==> config.mk <==
export PLATFORM = sky130hd
export DESIGN_NAME = pop_control
export DESIGN_NICKNAME = d
export VERILOG_FILES = /design/src/verilog/pq_pkg.sv /design/src/verilog/pop_control.sv
export VERILOG_INCLUDE_DIRS = /design/src /design/src/verilog
export SDC_FILE = /design/constraint.sdc
export NUM_CORES = 1
export LEC_CHECK = 0
export ABC_CLOCK_PERIOD_IN_PS = 800
export BUFFER_PORTS_ARGS = -buffer_cell sky130_fd_sc_hd__buf_2
export CAP_MARGIN = 20
export CORE_AREA = 2 2 41 43
export DETAILED_ROUTE_END_ITERATION = 16
export DIE_AREA = 0 0 43 45
export MAX_ROUTING_LAYER = met4
export PLACE_DENSITY_LB_ADDON = 0.2
export SYNTH_ARGS = -nofsm -noshare
export SYNTH_HDL_FRONTEND = slang
export SYNTH_SLANG_ARGS = --single-unit
==> constraint.sdc <==
create_clock -name i_CLK -period 0.8 [get_ports i_CLK]
set_input_delay 0.04 -clock i_CLK [delete_from_list [all_inputs] [get_ports i_CLK]]
set_output_delay 0.04 -clock i_CLK [all_outputs]
set_load 0.01 [all_outputs]
==> src/verilog/pq_settings.svh <==
`ifndef PQ_SETTINGS_SVH
`define PQ_SETTINGS_SVH

// queue geometry
`define PQ_DEPTH 8     // slots, even and at least 4
`define PQ_PORTS 2     // ingress ports

// task word layout
`define PQ_DATA_W 16   // whole task word
`define PQ_PRIO_W 4    // priority field, top bits

`endif

==> src/verilog/pq_pkg.sv <==
`include "pq_settings.svh"

package pq_pkg;

  // compared as one unsigned word, all-zero means empty slot
  typedef struct packed {
    logic [`PQ_PRIO_W-1:0]             prio;     // most significant
    logic                              src;      // ingress port id
    logic [`PQ_DATA_W-`PQ_PRIO_W-2:0]  payload;  // user data
  } task_t;

  // operation seen by the queue each cycle
  typedef enum logic [1:0] {
    OP_IDLE    = 2'd0,
    OP_PUSH    = 2'd1,
    OP_POP     = 2'd2,
    OP_REPLACE = 2'd3   // pop head and insert in one go
  } pq_op_e;

  // ingress staging register state
  typedef enum logic {
    ST_IDLE    = 1'b0,
    ST_PENDING = 1'b1
  } ingress_state_e;

endpackage

==> src/verilog/pop_control.sv <==
`timescale 1ns/1ps

module pop_control (
  input  var logic          i_CLK,
  input  var logic          i_RSTn,
  input  var logic          i_pop,         // consumer wants a task
  input  var logic          i_empty,       // queue empty
  input  var pq_pkg::task_t i_head,        // current queue head
  output var logic          o_pop_req,     // to arbiter
  output var logic          o_task_valid,  // one-cycle pulse
  output var pq_pkg::task_t o_task         // delivered task
);

  logic          valid_q;
  pq_pkg::task_t task_q;

  // a pop on an empty queue is ignored
  assign o_pop_req = i_pop && !i_empty;

  always_ff @(posedge i_CLK or negedge i_RSTn) begin
    if (!i_RSTn) begin
      valid_q <= 1'b0;
    end else begin
      valid_q <= o_pop_req;
    end
  end

  // capture head before the queue moves it out
  always_ff @(posedge i_CLK) begin
    if (o_pop_req) begin
      task_q <= i_head;
    end
  end

  assign o_task_valid = valid_q;
  assign o_task       = task_q;

endmodule

Yosys cells after proc, flatten, opt, wreduce, memory -nomap -nowiden
Cells that the tools add are included.

word-level totals
  register bits after elaboration = 17
  output and inout port bits = 18

operators by class
  reduce and logical (&&, ||, !) cells = 2

operators by type and width
  cell               count
  logical AND 1 bit  1
  zero test 1 bit    1

Logic depth before layout (Yosys ltp)
  word-level depth = 2
  depth in mapped cells = 1
  mapped depth without buffers = 1

Worst setup path after synthesis
OpenSTA, ideal clock, no wires.

  kind = input port to flip-flop
  start point = input i_pop
  end point = register task_q, in the netlist o_task[0] (enable)
  data arrival time = 0.410 ns
  data required time = 0.442 ns
  path slack = 0.032 ns
  cell stages on the path = 1
  buffers on the path = 0
  cells stage by stage = nor2b_4

between the ends
  cells in the longest elaborated chain, start to end = 1

RTL lines
  what                  line               RTL
  from (decl)           pop_control.sv:6   input var logic i_pop,
  logical AND 1 bit     pop_control.sv:18  assign o_pop_req = i_pop && !i_empty;
  to (signal assigned)  pop_control.sv:31  task_q <= i_head;
  to (decl)             pop_control.sv:15  pq_pkg::task_t task_q;

Every way passes these cells.
A chain may end at the register's enable or synchronous reset.

Worst setup path in the final report
  start point = register task_q, in the netlist o_task[9]
  end point = output o_task[9] (netlist name)

RTL lines
  what       line               RTL
  to (decl)  pop_control.sv:11  output var pq_pkg::task_t o_task

No word-level cell between the ends.

==> out/results.tsv <==
metric	value	unit
count of standard-cell rows	14	
worst path required time	760	ps
final critical-path share of the clock period	1.08	
Peak VDD IR	1.20	mV
vias per cell	4.19	
wire length of the first global-routing pass	1710	um
Filler Cells Inserted	114	
Hold Fails Final Rpt	0	
startpoint-to-endpoint class of the critical path	reg2out	
setup violators final	17	
number of antenna violations at the first check in global routing	0	
quantity of gates resized following cts	0	
width of the chip	43	um
#FFs+latches synth	17	
Post-Place Setup Slack	46.0	ps
power share of the sequential group	0.606	
Avg Synthesized Cell Area	28.8	um2
final core utilization	0.645	
RSZ-0062 raised after global routing	true	
standard cell with the maximum stage delay on the critical path	edfxtp_1	
shortest period the worst path allows	867	ps
CP cell instances	buf_2	
root cell of the clock tree	clkbuf_4	
instance count of the mapped netlist	18	
Slew Limit Headroom	0.926	
share of layout cells above drive strength 1	0.551	
post-synthesis net count	38	
clock slew seen by the registers of the worst setup and hold paths	100	ps
global route total overflow	0	
register cell area after layout	505	um2
switching power as a share of total power	0.209	
IO Pins	38	
leak pwr	0.417	nW
endpoint kind of the worst setup timing path	output pin	
family of cells with the greatest summed delay on the critical path	flip-flops	
Internal Pwr Total	0.00137	W
area of the die	1940	um2
Layout Area Growth over Synthesis	82.7	%
pin slew with the least headroom to its limit	111	ps
post-detailed-route count of antenna-violating nets	0	
arrival time worst endpoint	830	ps
share of power burned in combinational logic	0.134	
Sinks on Clock Net	17	
violated checks	setup timing	
weighted congestion reported at the end of routability-driven placement	0.591	
vertical extent of the die	45	um
maximum cell stage delay along the critical path	390	ps
P per Cell Area	1830	nW/um2
area of the multi-input gates	13.8	um2
worst path bufs/invs	1	
CTS H-Tree Depth	1	
Post-Route WL	1110	um
Unique masters post-synth	3	
DRC violation total after the first TritonRoute iteration	6	
max-cap violations	0	
area of the core	1470	um2
mean routed wirelength per cell	11.8	um
number of buffers created by CTS	3	
overall fraction of global-route tracks in use	0.134	
final setup margin	-67.0	ps
nature of the critical path startpoint	register	
final count of pins violating max slew	0	
final instance area	948	um2
initial standard-cell utilization of the core	0.353	
via count of the first global-routing pass	398	
via count	394	
total power of the final layout	0.00173	W
maximum frequency from static timing analysis	1.15	GHz
number of nets in the final layout	99	
maximum number of pins on one net before global-route repair	12	
diodes inserted	0	
worst-case clock buffer depth	2	
TritonCTS clock tree	done	
portion of total power attributed to the clock network	0.260	
class of the most critical hold timing path	in2async	
maximum net fanout on the critical path	1	
number of remaining DRC errors	0	
number of optimization iterations in the first detailed-route pass	4	
post-synthesis cell area	519	um2
Switch Pwr	0.000362	W
status	finished, violations left	
IO buf count	37	
cell area after placement	752	um2
yosys synthesis warning count	0	
post-synthesis sequential area ratio	0.973	
[worst max path at each step]
| stage | depth (start not counted) | endpoint | start |
|---|---|---|---|
| 2_1_floorplan | 1 | o_task[0] | i_pop |
| 3_3_place_gp | 3 | o_task[14] | i_empty |
| 3_5_place_dp | 3 | o_task[6] | i_empty |
| 4_1_cts | 1 | o_task[11] | o_task[11] |
| 5_1_grt | 1 | o_task[9] | o_task[9] |
| 6_report | 1 | o_task[9] | o_task[9] |
[cells in the mapped netlist (all sizes together)]
master  instances  share of area
dfrtp           1          0.048
edfxtp         16           0.93
nor2b           1          0.026
[cell usage in the layout (no fill, tap or decap)]
cell	n
buf_12	1
buf_2	37
buf_4	1
clkbuf_1	1
clkbuf_4	3
dfrtp_1	1
dlygate4sd3_1	17
edfxtp_1	16
nor2b_4	1
[power by group through the flow]
stage | registers [W] | clock network (W) | logic, W
detailed placement | 0.00107 | 0 | 0.000170
CTS | 0.00105 | 0.000458 | 0.000233
finish | 0.00105 | 0.000450 | 0.000233
floorplan | 0.00110 | 0 | 0.0000178
global placement | 0.00107 | 0 | 0.000167
global route | 0.00106 | 0.000508 | 0.000251
[kinds of logic after synthesis]
family,after synthesis,share of synthesized area
flops,17,0.973
simple gates,1,0.0265
[metrics by stage]
stage               hold WS (ps)  setup TNS, ps  instances
global placement            -183              0         73
CTS                         42.5           -800         94
detailed placement          -180              0         73
floorplan                   -256              0         18
global route                36.1          -1430         94
finish                      52.7           -597         94
[layer usage]
metal,share of wire,vias up,track usage
met1,0.37,176,0.144
met2,0.51,25,0.221
met4,0.0045,0,0.0727
met5,0,-,-
li1,-,191,-
met3,0.11,2,0.0440
[cell type report]
type,instances,share of cell area
clock buffer,4,0.0277
multi-input combinational,1,0.0145
sequential,17,0.533
tap,16,0.0211
timing repair buffer,56,0.404
[flip-flops by register name, summed over array words and instances, names as in the netlist]
| name | cells |
|---|---|
| o_task_valid | 1 |
| o_task | 16 |
[timing repair]
action                     CTS  global route
setup buffers                0             0
setup endpoints to repair   17            17
hold endpoints to repair    17             0
hold buffers                17             0
No activity file was read; power rests on OpenSTA's default activity.
