===== src/verilog/pq_settings.svh =====
`ifndef PQ_SETTINGS_SVH
`define PQ_SETTINGS_SVH

// queue geometry
`define PQ_DEPTH 8     // slots, even and at least 4
`define PQ_PORTS 2     // ingress ports

// task word layout
`define PQ_DATA_W 16   // whole task word
`define PQ_PRIO_W 4    // priority field, top bits

`endif


===== src/verilog/pq_pkg.sv =====
`include "pq_settings.svh"

package pq_pkg;

  // compared as one unsigned word, all-zero means empty slot
  typedef struct packed {
    logic [`PQ_PRIO_W-1:0]             prio;     // most significant
    logic                              src;      // ingress port id
    logic [`PQ_DATA_W-`PQ_PRIO_W-2:0]  payload;  // user data
  } task_t;

  // operation seen by the queue each cycle
  typedef enum logic [1:0] {
    OP_IDLE    = 2'd0,
    OP_PUSH    = 2'd1,
    OP_POP     = 2'd2,
    OP_REPLACE = 2'd3   // pop head and insert in one go
  } pq_op_e;

  // ingress staging register state
  typedef enum logic {
    ST_IDLE    = 1'b0,
    ST_PENDING = 1'b1
  } ingress_state_e;

endpackage


===== src/verilog/ingress_port.sv =====
`timescale 1ns/1ps
`include "pq_settings.svh"

module ingress_port #(
  parameter int unsigned PORT_ID = 0   // written into the src field
) (
  input  var logic                             i_CLK,
  input  var logic                             i_RSTn,
  input  var logic                             i_valid,    // one-cycle strobe
  input  var logic [`PQ_PRIO_W-1:0]            i_prio,
  input  var logic [`PQ_DATA_W-`PQ_PRIO_W-2:0] i_payload,
  input  var logic                             i_grant,    // from arbiter
  output var logic                             o_req,      // task waiting
  output var pq_pkg::task_t                    o_task,     // staged task
  output var logic                             o_busy,     // cannot take a strobe
  output var logic                             o_drop      // strobe was discarded
);

  pq_pkg::ingress_state_e state;
  pq_pkg::ingress_state_e state_nxt;
  pq_pkg::task_t          task_q;
  logic                   accept;
  logic                   drop_q;

  // priority 0 is the empty-slot code, never stored
  assign accept = i_valid && (i_prio != '0) && (state == pq_pkg::ST_IDLE);

  always_comb begin
    state_nxt = state;
    case (state)
      pq_pkg::ST_IDLE:    if (accept) state_nxt = pq_pkg::ST_PENDING;
      pq_pkg::ST_PENDING: if (i_grant) state_nxt = pq_pkg::ST_IDLE;
      default:            state_nxt = pq_pkg::ST_IDLE;
    endcase
  end

  always_ff @(posedge i_CLK or negedge i_RSTn) begin
    if (!i_RSTn) begin
      state  <= pq_pkg::ST_IDLE;
      drop_q <= 1'b0;
    end else begin
      state  <= state_nxt;
      drop_q <= i_valid && !accept;   // one pulse per lost strobe
    end
  end

  always_ff @(posedge i_CLK) begin
    if (accept) begin
      task_q.prio    <= i_prio;
      task_q.src     <= 1'(PORT_ID);   // tag with own port
      task_q.payload <= i_payload;
    end
  end

  assign o_req  = (state == pq_pkg::ST_PENDING);
  assign o_busy = (state == pq_pkg::ST_PENDING);
  assign o_task = task_q;
  assign o_drop = drop_q;

endmodule


===== config.mk =====
export PLATFORM = sky130hd
export DESIGN_NAME = ingress_port
export DESIGN_NICKNAME = d
export VERILOG_FILES = /design/src/verilog/pq_pkg.sv /design/src/verilog/ingress_port.sv
export VERILOG_INCLUDE_DIRS = /design/src /design/src/verilog
export SDC_FILE = /design/constraint.sdc
export NUM_CORES = 1
export LEC_CHECK = 0
export ABC_AREA = 1
export BUFFER_PORTS_ARGS = -buffer_cell sky130_fd_sc_hd__buf_2
export CORE_MARGIN = 2
export CORE_UTILIZATION = 37
export CTS_BUF_LIST = sky130_fd_sc_hd__clkbuf_8
export DETAILED_ROUTE_END_ITERATION = 7
export HOLD_SLACK_MARGIN = 0.03
export PLACE_DENSITY = 0.86
export SLEW_MARGIN = 20
export SYNTH_ARGS = -nofsm -noshare
export SYNTH_HDL_FRONTEND = slang
export SYNTH_SLANG_ARGS = --single-unit
export TNS_END_PERCENT = 100

===== constraint.sdc =====
create_clock -name i_CLK -period 1.3 [get_ports i_CLK]
set_clock_uncertainty 0.1 [all_clocks]
set_input_delay 0.195 -clock i_CLK [delete_from_list [all_inputs] [get_ports i_CLK]]
set_output_delay 0.195 -clock i_CLK [all_outputs]
set_load 0.05 [all_outputs]

### Yosys cells after proc, flatten, opt, wreduce, memory -nomap -nowiden

Index checks and enable logic that the tools add are counted.

* add/sub/neg operators: 0
* multiply operators: 0
* div/mod/pow operators: 0
* order comparisons: 0
* equality and inequality tests: 0
* shifts and indexed selects: 0
* multiplexer cells: 3
* bitwise logic cells: 1
* reduce and logical (&&, ||, !) cells: 5

Operators by type and width (number)
* nonzero test 4 bit: 1
* logical AND 1 bit: 3
* two-way mux 1 bit: 2
* case mux 1 bit (2 select lines): 1
* zero test 1 bit: 1
* inverter 1 bit: 1

* bits in registers: 17
* bits in latches: 0
* bits in writable memories: 0
* ROM bits: 0
* input port bits: 19
* logic and storage cells: 13
* memories: 0

### Logic depth before layout (Yosys ltp)

* depth after elaboration: 5
* mapped depth: 4

### Least setup slack after synthesis

OpenSTA, ideal clock, no wires.

* path type: register to register
* from: register state (netlist: o_busy)
* to: register task_q, in the netlist o_task[0] (enable)
* data arrival time: 1.161 ns
* data required time: 0.841 ns
* path slack: -0.319 ns
* cell stages (with the launch flop): 4
* buffers on the path: 0
* clock period less this slack: 1.619 ns
* cell sequence: dfrtp_1 -> nor2_4 -> nand2_1 -> inv_1

* word-level cells in the longest chain between the ends: 2

RTL lines
* start: declaration: RTL line ingress_port.sv:19 `pq_pkg::ingress_state_e state;`
* start signal: assignment: RTL line ingress_port.sv:39 `state <= pq_pkg::ST_IDLE;`
* start signal: assignment: RTL line ingress_port.sv:42 `state <= state_nxt;`
* inverter 1 bit: RTL line ingress_port.sv:26 `assign accept = i_valid && (i_prio != '0) && (state == pq_pkg::ST_IDLE);`
* logical AND 1 bit: RTL line ingress_port.sv:26
* via accept: RTL line ingress_port.sv:22 `logic accept;`
* end: declaration: RTL line ingress_port.sv:21 `pq_pkg::task_t task_q;`

The timed path passes the listed nets, and every way through them passes these cells.
A chain may end at the register's enable or synchronous reset.

### Worst setup path in the final report

* from: register state (netlist: o_busy)
* to: register task_q, in the netlist o_task[7] (enable)

Same word-level chain as after synthesis.

==> flow_summary.ini <==
[drt]
wl_microns = 1232
drtIter0Drc = 0
firstDrtPassIters = 1
antenna_left = 0
num_vias = 407
wl_per_cell_microns = 12.44
vias_per_cell = 4.111
drcViolationCount = 0

[layout]
diodes = 0
syn_to_final_growth_pct = 67.90
fill_cells = 117
layout-drive-gt1-share_pct = 56.63
nets = 103
seqCellArea_sq_um = 501.7
final_util_pct = 65.39
multi_input_area_sq_um = 48.80

[cts]
cts_root_buffer = clkbuf_8
post_cts_buffers = 0
clock_latency_ns = 0.24
cts.repair.resized = 0
clock_sinks = 17
cts-buffers-inserted = 3
cts-htree-levels = 1
clk_path_buf_depth = 2
clk_pin_slew_worst_paths_ns = 0.06
cts_tree = built

[die]
pin_count = 38
rows = 14
coreArea_sq_um = 1471
initial_utilization_pct = 38.95
die_h_microns = 43.36
die_x_microns = 43.36
die_area_sq_um = 1880

[synth]
synthTopCellsByCount = edfxtp_1 (15), nand2_1 (4)
syn_area_sq_um = 573.1
synth_area_leaders = edfxtp_1 (79%), dfrtp_1 (8.7%), buf_4 (2.6%)
synth_edf_count = 15
synth_top_area_share_pct = 78.60
synth_ff_type = edfxtp_1
synth_area_per_cell_sq_um = 18.49
ys_warn_count = 0
synth.most_common_cell = edfxtp_1
async_flop_share_pct = 11.76
synth_seq_cells = 17
yosysSeqAreaShare_pct = 87.34
ys_types = 10
yosysTopAreaCell = edfxtp_1
netlist_instances = 31
syn-num-nets = 50

[worst_setup_path]
rr_worst_depth = 4
criticalPathCategory = reg -> reg
cp-start-kind = flop
arrival_ns = 1.10
crit_path_end_kind = flop
required_ns = 1.16
path_max_fanout = 15

[placed_design]
place_congestion = 0.6181
port_buffers = 36
hpwl_microns = 809

[grt]
grt_pass1_vias = 396
grt_max_degree = 16
grt_pass1_wl_microns = 1780
grt_util_all_layers_pct = 13.50
antenna_found_initial = 0
overflow = 0

[power]
power_density_nw_per_um2 = 1427
pwr-share-comb_pct = 24.1
p_clk_share_pct = 27.6
internal_power_mw = 0.9568
swShare_pct = 30.33
leakage_nw = 0.4269
vdd_drop_max_v = 0.0006733
p_sw_mw = 0.4164
power.share.sequential_pct = 48.4

[sta]
hold_violations = 0
rsz0062_at_grt = no
slew_violations = 0
min_period_ns = 1.236
fin_crit_sh_pct = 95.11
max_freq_ghz = 0.8088
whs_ns = 0.03975
tns_ns = 0
finalSetupViolations = 0

[outcome]
status = finished clean

[worst_hold_path]
hold_depth = 1
hold_class = in -> reg

[flow_run]
maxCapViolations = 0
[sequential cells by signal (all words and copies together), names as in the netlist]
register  count
o_task       15
o_busy        1
o_drop        1
[power groups by stage]
stage | combinational (mW) | clock (mW) | sequential (mW)
2_1_floorplan | 0.0678 | 0 | 0.824
3_3_place_gp | 0.295 | 0 | 0.672
3_5_place_dp | 0.300 | 0 | 0.675
4_1_cts | 0.323 | 0.390 | 0.663
5_1_grt | 0.346 | 0.419 | 0.668
6_report | 0.330 | 0.379 | 0.664
[placed cells by master (no fill, tap or decap)]
master	n
buf_2	36
edfxtp_1	15
dlygate4sd3_1	13
nand2_1	3
clkbuf_8	3
nor2_1	2
inv_2	1
nor2_4	1
nand2_2	1
clkinvlp_4	1
a21oi_2	1
inv_1	1
conb_1	1
clkinv_2	1
dfrtp_2	1
dfrtp_1	1
buf_12	1
[final cells by class]
type | instances | share of cell area [%]
clock buffer | 3 | 4.291
clock inverter | 1 | 0.5202
inverter | 3 | 1.560
multi-input combinational | 9 | 5.072
sequential | 17 | 52.15
tap | 16 | 2.081
timing repair buffer | 50 | 34.33
[per-stage QoR]
step	setup slack [ns]	instances	power, mW	area, sq um
final	0.06358	99	1.373	962.2
after global routing	0.003516	99	1.433	962.2
after CTS	0.07491	96	1.377	932.1
after detailed placement	0.08359	82	0.9746	785.8
after global placement	0.1055	82	0.9673	785.8
after floorplan	-0.04409	31	0.8915	580.6
[path summary, 6_finish.rpt]
check,end,startpoint,slack [ns]
worst max-delay path,o_task[7]$_DFFE_PP_,o_busy$_DFF_PN0_,0.06
worst min-delay path,o_task[7]$_DFFE_PP_,i_payload[7],0.04
worst max register to register,o_task[7]$_DFFE_PP_,o_busy$_DFF_PN0_,0.06
worst min register to register,o_busy$_DFF_PN0_,o_busy$_DFF_PN0_,0.45
max in group asynchronous,o_busy$_DFF_PN0_,i_RSTn,0.83
min in group asynchronous,o_drop$_DFF_PN0_,i_RSTn,0.16
[critical path, cell delays in order, from the launching register on]
cell,delay (ns)
dfrtp_2,0.43
nor2_4,0.11
nand2_2,0.08
clkinvlp_4,0.09
buf_12,0.14
[logic make-up (layout without fill, tap and decap cells)]
| family | after synthesis | after routing | share of synthesized area, % |
|---|---|---|---|
| flops | 17 | 17 | 87.34 |
| buf+inv | 5 | 57 | 4.584 |
| other cells | 1 | 1 | 0.6544 |
| compound gates | 1 | 1 | 1.529 |
| simple gates | 7 | 7 | 5.895 |
[metal layers]
layer / track usage (%) / up-vias / part of all wire, %
met2: 19.40 / 29 / 41
li1: - / 205 / -
met3: 5.000 / 0 / 13
met5: 0 / - / 0
met4: 7.273 / 0 / 0
met1: 17.88 / 173 / 46
[timing repair]
item                                    4_1_cts  5_1_grt
endpoints found under the hold margin        11        3
endpoints found under the setup margin        0        0
hold buffers                                 10        3
No activity file was read; power rests on OpenSTA's default activity.
