<file path="src/verilog/pq_settings.svh">
`ifndef PQ_SETTINGS_SVH
`define PQ_SETTINGS_SVH

// queue geometry
`define PQ_DEPTH 8     // slots, even and at least 4
`define PQ_PORTS 2     // ingress ports

// task word layout
`define PQ_DATA_W 16   // whole task word
`define PQ_PRIO_W 4    // priority field, top bits

`endif

</file>
<file path="src/verilog/pq_pkg.sv">
`include "pq_settings.svh"

package pq_pkg;

  // compared as one unsigned word, all-zero means empty slot
  typedef struct packed {
    logic [`PQ_PRIO_W-1:0]             prio;     // most significant
    logic                              src;      // ingress port id
    logic [`PQ_DATA_W-`PQ_PRIO_W-2:0]  payload;  // user data
  } task_t;

  // operation seen by the queue each cycle
  typedef enum logic [1:0] {
    OP_IDLE    = 2'd0,
    OP_PUSH    = 2'd1,
    OP_POP     = 2'd2,
    OP_REPLACE = 2'd3   // pop head and insert in one go
  } pq_op_e;

  // ingress staging register state
  typedef enum logic {
    ST_IDLE    = 1'b0,
    ST_PENDING = 1'b1
  } ingress_state_e;

endpackage

</file>
<file path="src/verilog/register_array.sv">
`timescale 1ns/1ps
`include "pq_settings.svh"

module register_array (
  input  var logic           i_CLK,    // clock
  input  var logic           i_RSTn,   // async reset, active low
  input  var pq_pkg::pq_op_e i_op,     // operation this cycle
  input  var pq_pkg::task_t  i_data,   // task to insert
  output var logic           o_full,   // all slots used
  output var logic           o_empty,  // no slot used
  output var pq_pkg::task_t  o_head    // largest stored task
);

  localparam int DEPTH = `PQ_DEPTH;
  localparam int PAIRS = DEPTH / 2;
  localparam int CNT_W = $clog2(DEPTH) + 1;

  pq_pkg::task_t slot    [DEPTH];  // registered slots
  pq_pkg::task_t shifted [DEPTH];  // after head operation
  pq_pkg::task_t sorted  [DEPTH];  // after both sort stages
  pq_pkg::task_t pair_hi [PAIRS];
  pq_pkg::task_t pair_lo [PAIRS];

  logic [CNT_W-1:0] size;
  logic [CNT_W-1:0] size_nxt;
  logic             full;
  logic             empty;

  assign full    = (size == CNT_W'(DEPTH));
  assign empty   = (size == '0);
  assign o_full  = full;
  assign o_empty = empty;
  assign o_head  = slot[0];

  // occupancy count
  always_comb begin
    case (i_op)
      pq_pkg::OP_PUSH: size_nxt = full ? size : size + 1'b1;
      pq_pkg::OP_POP:  size_nxt = empty ? size : size - 1'b1;
      pq_pkg::OP_REPLACE: begin
        if (empty && i_data != '0) begin
          size_nxt = size + 1'b1;   // replace into empty acts as push
        end else if (!empty && i_data == '0) begin
          size_nxt = size - 1'b1;   // replace with zero acts as pop
        end else begin
          size_nxt = size;
        end
      end
      default: size_nxt = size;
    endcase
  end

  // head operation
  always_comb begin
    shifted = slot;
    case (i_op)
      pq_pkg::OP_PUSH: begin
        if (!full) begin
          for (int i = DEPTH - 1; i > 0; i--) begin
            shifted[i] = slot[i-1];   // make room at the head
          end
          shifted[0] = i_data;
        end
      end
      pq_pkg::OP_POP: begin
        for (int i = 0; i < DEPTH - 1; i++) begin
          shifted[i] = slot[i+1];   // close the gap left by the head
        end
        shifted[DEPTH-1] = '0;
      end
      pq_pkg::OP_REPLACE: shifted[0] = i_data;
      default: ;
    endcase
  end

  // pairwise min/max stage
  always_comb begin
    for (int i = 0; i < PAIRS; i++) begin
      if (shifted[2*i] > shifted[2*i+1]) begin
        pair_hi[i] = shifted[2*i];
        pair_lo[i] = shifted[2*i+1];
      end else begin
        pair_hi[i] = shifted[2*i+1];
        pair_lo[i] = shifted[2*i];
      end
    end
  end

  // odd-even exchange between neighbouring pairs
  always_comb begin
    sorted[0] = pair_hi[0];   // head is always the maximum
    for (int i = 0; i < PAIRS - 1; i++) begin
      if (pair_lo[i] > pair_hi[i+1]) begin
        sorted[2*i+1] = pair_lo[i];
        sorted[2*i+2] = pair_hi[i+1];
      end else begin
        sorted[2*i+1] = pair_hi[i+1];
        sorted[2*i+2] = pair_lo[i];
      end
    end
    sorted[DEPTH-1] = pair_lo[PAIRS-1];
  end

  always_ff @(posedge i_CLK or negedge i_RSTn) begin
    if (!i_RSTn) begin
      slot <= '{default: '0};   // zero word marks an empty slot
      size <= '0;
    end else begin
      slot <= sorted;
      size <= size_nxt;
    end
  end

endmodule

</file>
<file path="config.mk">
export PLATFORM = sky130hd
export DESIGN_NAME = register_array
export DESIGN_NICKNAME = d
export VERILOG_FILES = /design/src/verilog/pq_pkg.sv /design/src/verilog/register_array.sv
export VERILOG_INCLUDE_DIRS = /design/src /design/src/verilog
export SDC_FILE = /design/constraint.sdc
export NUM_CORES = 1
export LEC_CHECK = 0
export BUFFER_PORTS_ARGS = -buffer_cell sky130_fd_sc_hd__buf_2
export CORE_ASPECT_RATIO = 1.1
export CORE_MARGIN = 1.5
export CORE_UTILIZATION = 25
export DETAILED_ROUTE_END_ITERATION = 10
export PLACE_DENSITY = 0.45
export SYNTH_ARGS = -nofsm -noshare
export SYNTH_HDL_FRONTEND = slang
export SYNTH_SLANG_ARGS = --single-unit
</file>
<file path="constraint.sdc">
create_clock -name i_CLK -period 15.5 [get_ports i_CLK]
set_clock_uncertainty 0.05 [all_clocks]
set_input_delay 2.325 -clock i_CLK [delete_from_list [all_inputs] [get_ports i_CLK]]
set_output_delay 2.325 -clock i_CLK [all_outputs]
set_load 0.05 [all_outputs]
</file>
Yosys cells after proc, flatten, opt, wreduce, memory -nomap -nowiden
Cells that the tools add are included.
Storage, ports and cells
  bits in registers: 132
  bits in latches: 0
  RAM bits: 0
  bits in read-only memories: 0
  input bits: 20
  output and inout bits: 18
  memories: 0
Cells by class
  $add $sub $neg: 2
  multiply operators: 0
  div/mod/pow operators: 0
  $lt $le $gt $ge: 7
  equality and inequality tests: 7
  shifts and indexed selects: 0
  mux-type cells: 19
  bitwise operators: 0
  reductions and logical operators: 8
Operator list (number)
  $pmux 112 s2: 1
  $mux 128: 1
  $mux 16: 8
  $gt 16x16->1: 7
  $mux 32: 3
  $pmux 16 s3: 1
  $logic_not 16->1: 1
  $mux 4: 4
  $reduce_bool 16->1: 1
  $pmux 4 s3: 1
  $add 4x1->4 const B: 1
  $eq 2x2->1 const B: 2
  $eq 4x4->1 const B: 1
  $logic_not 4->1: 1
  $ne 2x2->1 const B: 2
  $reduce_and 4->1: 1
  $sub 4x1->4 const B: 1
  $ne 3x3->1 const B: 1
  $reduce_bool 3->1: 1
  $eq 2x1->1 const B: 1
  $logic_and 1x1->1: 2
  $logic_not 1->1: 1

Depth between registers and ports, before layout
Gate-level depths: netlist of the first run.
  depth in word-level cells: 7
  gate-level depth with buffers: 32

Worst setup path after synthesis of the first run
OpenSTA, ideal clock, no wires.
  path kind: input to register
  start: in i_op[0]
  end: reg slot[69] (netlist bit)
  library setup time: 81 ps
  arrival time: 8221 ps
  data required time: 15369 ps
  path slack: 7148 ps
  cell stages on the path: 30
  buffers on the path: 7
  cells stage by stage: inv_1 ha_1 and2_1 clkbuf_1 clkbuf_1 clkbuf_1 buf_1 a22oi_1 o21ai_0 inv_1 ha_1 a21o_1 a21o_1 a221o_1 a221oi_1 o21ai_1 a22oi_2 buf_6 mux2i_1 ha_1 a21o_1 a21o_1 a21oi_1 nor2b_1 o21ai_0 and3_1 a221o_1 clkbuf_1 clkbuf_1 mux2i_1
RTL lines
  start: declaration: line register_array.sv:7  | input var pq_pkg::pq_op_e i_op,
  end signal: assignment: line register_array.sv:109  | slot <= sorted;
  end: declaration: line register_array.sv:18  | pq_pkg::task_t slot [DEPTH];

==> results of run 1 <==
[state kept, by name (all words and copies together) (netlist names)]
signal / cells
o_head: 16
size: 4
slot: 112
[layout make-up]
class / instances / area [um2]
Tap cell: 645 / 807.0
Sequential cell: 132 / 3303
Timing Repair Buffer: 64 / 394.1
Clock inverter: 13 / 137.6
Fill cell: 5146 / 34550
Clock buffer: 18 / 429.2
Inverter: 110 / 414.1
Multi-Input combinational cell: 993 / 7891
[placed cells by master (no fill, tap or decap), drive strengths merged, types with 5 or more instances in the layout]
master and n:
a211oi 9, nand3 9, a222oi 14, clkinvlp 6, a21o 22, nand4 18
o21a 19, nor2b 9, a22o 15, nand2 37, clkinv 6, dfrtp 132
o211ai 37, a21oi 70, o221ai 27, nor3 22, nor2 40, ha 115
nor4 5, a22oi 191, o2bb2ai 17, o21ai 102, buf 64, mux2i 159
clkbuf 18, inv 109
[Yosys cell counts, types with 3 or more instances]
library cell	instances
mux2i_1	159
inv_1	107
o21ai_0	98
a222oi_1	14
nor2_2	3
xor2_1	4
nor3_1	22
nand3b_1	3
buf_4	22
o221ai_1	27
a21o_1	22
buf_6	7
o21a_1	19
a22oi_1	190
ha_1	115
inv_2	3
dfrtp_1	132
mux2_2	3
nor2_1	37
a22o_1	15
a21oi_1	68
nand4_1	18
a221oi_1	3
a211oi_1	7
o2bb2ai_1	17
nor2b_1	9
nand2_1	36
o21ai_1	4
o211ai_1	37
buf_1	14
xnor2_1	3
a221o_1	3
and3_1	4
clkbuf_1	69
buf_2	8
nor4_1	5
nand3_1	7
[worst register-to-register path: cells and delay by family, from the launching register on]
family	cells	cell delay [ns]
compound gates	8	2.58
flops	1	0.39
fa+ha+maj	3	0.77
buf+inv	6	2.06
simple gates	8	1.86
mux	1	0.43
[metal layers]
metal	part of all wire, %	up-vias	track usage (%)
li1	-	5151	-
met1	47	5239	20.75
met2	47	260	25.79
met3	3.3	47	1.580
met4	2.4	0	5.986
met5	0	-	0
[final timing paths]
path | startpoint | to | slack [ns] | cells after the start
worst max-delay path | i_op[1] | slot[96] | 5.81 | 27
worst min-delay path | size[1] | size[1] | 0.59 | 2
worst max register to register | size[0] | slot[96] | 7.29 | 26
worst min register to register | size[1] | size[1] | 0.59 | 2
max in group asynchronous | i_RSTn | slot[42] | 12.22 | 2
min in group asynchronous | i_RSTn | slot[102] | 1.90 | 1
[report_power, final]
group          switching, mW  leakage, nW  internal, mW
Sequential             0.111         1.75         0.461
Combinational           1.48         3.91         0.939
Clock                  0.175        0.260         0.235
Total                   1.77         5.93          1.63
[through the flow]
step	utilization [%]	cell area, um2	cells
floorplan	-	12150	1355
finish	27.91	13380	1975
global route	27.91	13380	1975
detailed placement	26.73	12810	1944
CTS	27.91	13380	1975
global placement	26.73	12810	1944
[cell families (layout without fill, tap and decap cells)]
group | count (synthesis) | after routing | share of synthesized area (%)
AOI/OAI and AO/OA | 545 | 545 | 31.55
xor gates and xnor gates | 7 | 7 | 0.5044
and+or+nand+nor | 162 | 162 | 7.083
muxes | 163 | 163 | 13.47
buffers and inverters | 230 | 205 | 8.297
adders and majority gates | 116 | 116 | 11.92
DFF | 132 | 132 | 27.18
==> flow_metrics.py, run 1 <==
metrics = {
    "run_status": {
        "status": "finished clean",
    },
    "min_path": {
        "hold_class": "flip-flop to flip-flop",
    },
    "logic_synthesis": {
        "ys_async_sr_fraction_pct": 100.0,
        "synth_area_per_cell_um2": 8.970,
        "postSynthCellCount": 1355,
        "synth-main-ff-cell": "dfrtp_1",
        "synth.distinct_cells": 68,
        "synth_top_area_cell": "dfrtp_1",
        "synth_top_area_share_pct": 27.18,
        "yosys_warnings": 0,
        "synth_edf_count": 0,
        "synthesis.area_mm2": 0.01215,
        "synth_area_leaders": "dfrtp_1 27%, mux2i_1 13%, ha_1 12%",
        "ys_ff_latch": 132,
        "syn-num-nets": 1490,
        "yosysSeqAreaShare_pct": 27.18,
    },
    "clocking": {
        "htree_levels": 4,
        "numCtsBuffers": 17,
        "tritoncts": "built",
        "max-clock-path-buffers": 2,
        "cts_root_buffer": "clkbuf_16",
        "clk_pin_slew_worst_paths_ns": 0.06,
        "cts_hold_buf": 0,
        "clock_sinks": 132,
        "cts_setup_buffers": 0,
        "clk_latency_ns": 0.46,
        "cts_resized": 0,
    },
    "setup_path": {
        "end_kind": "flip-flop",
        "critPathKind": "input pin to flip-flop",
        "cp.arrival_ns": 9.99,
        "critPathRequiredTime_ns": 15.80,
        "timing.critical_path.mode_cell": "ha_1",
        "crit_fanout": 62,
        "cp_top_family": "compound AO/OA/AOI/OAI gates",
        "worst-path-buf-inv": 6,
        "start_kind": "input pin",
        "cpPeakStageDelay_ns": 0.84,
        "slowest_stage": "a21o_1",
    },
    "floorplan": {
        "die_h_um": 234.3,
        "die_x_um": 213.2,
        "rows": 84,
        "core_area_mm2": 0.04793,
        "die_area_mm2": 0.04995,
        "start_util_pct": 25.36,
        "ioPinCount": 38,
    },
    "route": {
        "drc": 0,
        "wl_per_cell_um": 19.21,
        "vias": 10697,
        "drt_iter0_markers": 827,
        "dr.pass1.iters": 7,
        "drt-total-wl_um": 37940,
        "ant_nets": 0,
        "viasPerCell": 5.416,
    },
    "power": {
        "power_mw": 3.403,
        "peakVddDrop_mv": 0.2088,
        "power_density_mw_per_mm2": 254.4,
        "power_leakage_nw": 5.929,
    },
    "sta": {
        "max_freq_mhz": 103.2,
        "setup_viol": 0,
        "worst_pin_slew_ns": 1.113,
        "whs_ns": 0.5859,
        "slew_viol_final": 0,
        "slew_headroom_pct": 25.72,
        "fin_ws_ns": 5.807,
        "rsz0062_at_grt": "false",
        "hold_violations": 0,
        "finalCritPeriodShare_pct": 62.53,
        "fin_tns_setup_ns": 0,
        "period_needed_ns": 9.693,
    },
    "job": {
        "drv_cap": 0,
    },
    "placement": {
        "hpwl_um": 26460,
        "io_buffers": 37,
        "gp_congestion": 0.8598,
        "dp_slack_ns": 5.436,
    },
    "final_layout": {
        "n_antenna_cell": 0,
        "layout-drive-gt1-share_pct": 9.173,
        "layout.nets": 1453,
        "syn_to_final_growth_pct": 10.06,
    },
    "grt": {
        "grt_pass1_wl_um": 60950,
        "grt.total_usage_pct": 15.55,
        "grt_max_degree": 82,
        "antenna_found_initial": 0,
        "grt_pass1_vias": 10545,
        "grt.overflow.total": 0,
    },
}
Note: power is estimated with default switching activity, not from simulation.
==> inputs of run 2 (changes only) <==
clock period = 10.1 ns   (was 15.5 ns; I/O delays follow)
==> flow_metrics.py, run 2 (synthesis results as in run 1) <==
metrics = {
    "sta": {
        "fin_tns_setup_ns": 0,
        "fin_ws_ns": 1.956,
        "finalCritPeriodShare_pct": 80.63,
        "whs_ns": 0.5941,
        "max_freq_mhz": 122.8,
        "slew_viol_final": 0,
        "period_needed_ns": 8.144,
        "hold_violations": 0,
        "worst_pin_slew_ns": 1.100,
        "setup_viol": 0,
        "rsz0062_at_grt": "false",
        "slew_headroom_pct": 26.67,
    },
    "final_layout": {
        "layout-drive-gt1-share_pct": 9.220,
        "mostFrequentLayoutCell": "a22oi_1",
        "largest_reg_flops": 112,
        "layout.nets": 1456,
        "fillers": 5218,
        "layout.cells.most_common_list": "190 x a22oi_1, 159 x mux2i_1, 132 x dfrtp_1",
        "largest-register": "slot",
        "n_antenna_cell": 0,
        "syn_to_final_growth_pct": 10.57,
        "regArea_mm2": 0.003303,
        "multi_input_area_mm2": 0.007891,
        "design_area_mm2": 0.01344,
    },
    "power": {
        "peakVddDrop_mv": 0.2894,
        "intPower_mw": 2.577,
        "switchingPower_mw": 2.724,
        "power_leakage_nw": 5.964,
        "swShare_pct": 51.39,
        "power_density_mw_per_mm2": 394.5,
        "combPwrFrac_pct": 72.3,
        "p_clk_share_pct": 11.1,
        "p_seq_share_pct": 16.6,
    },
    "clocking": {
        "cts_setup_buffers": 0,
        "htree_levels": 4,
        "cts_resized": 0,
        "max-clock-path-buffers": 2,
        "cts_hold_buf": 0,
        "cts_root_buffer": "clkbuf_16",
        "tritoncts": "built",
        "clk_pin_slew_worst_paths_ns": 0.06,
        "clock_sinks": 132,
        "numCtsBuffers": 17,
        "clk_latency_ns": 0.44,
    },
    "setup_path": {
        "r2r_slack_ns": 2.66,
        "r2r_end": "slot[37]",
        "crit_fanout": 79,
        "cp.arrival_ns": 8.45,
        "critPathKind": "input pin to flip-flop",
        "slowest_stage": "and2_4",
        "cp_cell_sequence": "buf_2 > inv_1 > ha_1 > and2_4 > buf_4 > a22oi_1 > o21ai_0 > ha_1 > and4_1 > a221o_1 > a221oi_1 > o21ai_1 > a22oi_2 > buf_12 > mux2i_1 > inv_1 > ha_1 > nand4_1 > nor3_1 > a211oi_1 > a21oi_4 > buf_12 > mux2i_1",
        "end_kind": "flip-flop",
        "reg2reg_from": "size[1]",
        "timing.critical_path.mode_cell": "ha_1",
        "ff2ff_path_depth": 24,
        "critPathRequiredTime_ns": 10.41,
        "start_kind": "input pin",
        "cpPeakStageDelay_ns": 0.88,
    },
    "placement": {
        "dpl_cell_area_mm2": 0.01289,
        "hpwl_um": 27330,
        "io_buffers": 37,
        "dp_slack_ns": 1.514,
        "gp_congestion": 0.7966,
    },
    "route": {
        "drc": 0,
        "wl_per_cell_um": 19.35,
        "viasPerCell": 5.454,
        "ant_nets": 0,
        "drt_iter0_markers": 952,
        "dr.pass1.iters": 7,
        "drt-total-wl_um": 38300,
        "vias": 10794,
    },
    "min_path": {
        "hold_class": "flip-flop to flip-flop",
        "hold_start": "size[1]",
        "worst_hold_path.endpoint": "size[1]",
        "hold_depth": 2,
    },
    "floorplan": {
        "die_x_um": 213.2,
        "rows": 84,
        "start_util_pct": 25.36,
        "core_area_mm2": 0.04793,
        "ioPinCount": 38,
        "die_h_um": 234.3,
        "die_area_mm2": 0.04995,
    },
    "grt": {
        "grt_pass1_wl_um": 60830,
        "antenna_found_initial": 0,
        "grt_max_degree": 112,
        "grt_pass1_vias": 10617,
        "grt.total_usage_pct": 15.66,
        "grt.overflow.total": 0,
    },
    "run_status": {
        "status": "finished clean",
    },
    "job": {
        "drv_cap": 0,
    },
}
run 2: changes by cell type in the layout (fill, tap and decap cells not counted):
cell        change
buf_4           -2
bufinv_16       -2
clkinv_4        -1
clkbuf_8        +4
clkinv_2        -1
clkinvlp_4      -2
clkbuf_1        +3
buf_12          +5
run 2: layer usage:
metal  global-route usage (%)  part of all wire, %  up-vias
met5                        0                    0        -
met4                    5.590                  2.3        0
met3                    2.062                  3.7       46
met2                    26.37                   48      295
met1                    20.44                   46     5306
li1                         -                    -     5147
run 2: worst max-delay path by stage:
stage	start	to	slack, ns	cells past startpoint
6_report	i_op[0]	slot[37]	1.96	23
5_1_grt	i_op[0]	slot[20]	1.41	26
4_1_cts	i_op[0]	slot[37]	1.98	26
3_5_place_dp	i_op[0]	slot[23]	1.51	26
3_3_place_gp	i_op[0]	slot[19]	1.60	25
2_1_floorplan	i_op[0]	slot[69]	2.56	30
run 2: per-stage QoR:
stage / cells / utilization (%) / power [mW]
after floorplan: 1355 / - / 3.855
after global placement: 1947 / 26.91 / 4.676
after detailed placement: 1947 / 26.91 / 4.722
after CTS: 1979 / 28.04 / 5.335
after global routing: 1979 / 28.04 / 5.714
final: 1979 / 28.04 / 5.301
run 2: power groups by stage:
stage / sequential [mW] / combinational, mW / clock [mW]
2_1_floorplan: 0.810 / 3.04 / 0
3_3_place_gp: 0.880 / 3.80 / 0
3_5_place_dp: 0.878 / 3.84 / 0
4_1_cts: 0.872 / 3.86 / 0.607
5_1_grt: 0.895 / 4.19 / 0.627
6_report: 0.878 / 3.83 / 0.590
run 2: final cells by class:
type	instances	area share [%]
timing repair buffer	67	3.566
sequential	132	24.58
tap	645	6.005
clock buffer	25	3.687
multi-input combinational	993	58.72
clock inverter	7	0.3631
inverter	110	3.082
run 2: worst max-delay path, delay by kind of cell:
family / cells / cell delay [ns]
buffers and inverters: 6 / 1.17
and+or+nand+nor: 4 / 1.78
muxes: 2 / 0.55
AOI/OAI and AO/OA: 8 / 2.27
adders and majority gates: 3 / 1.03
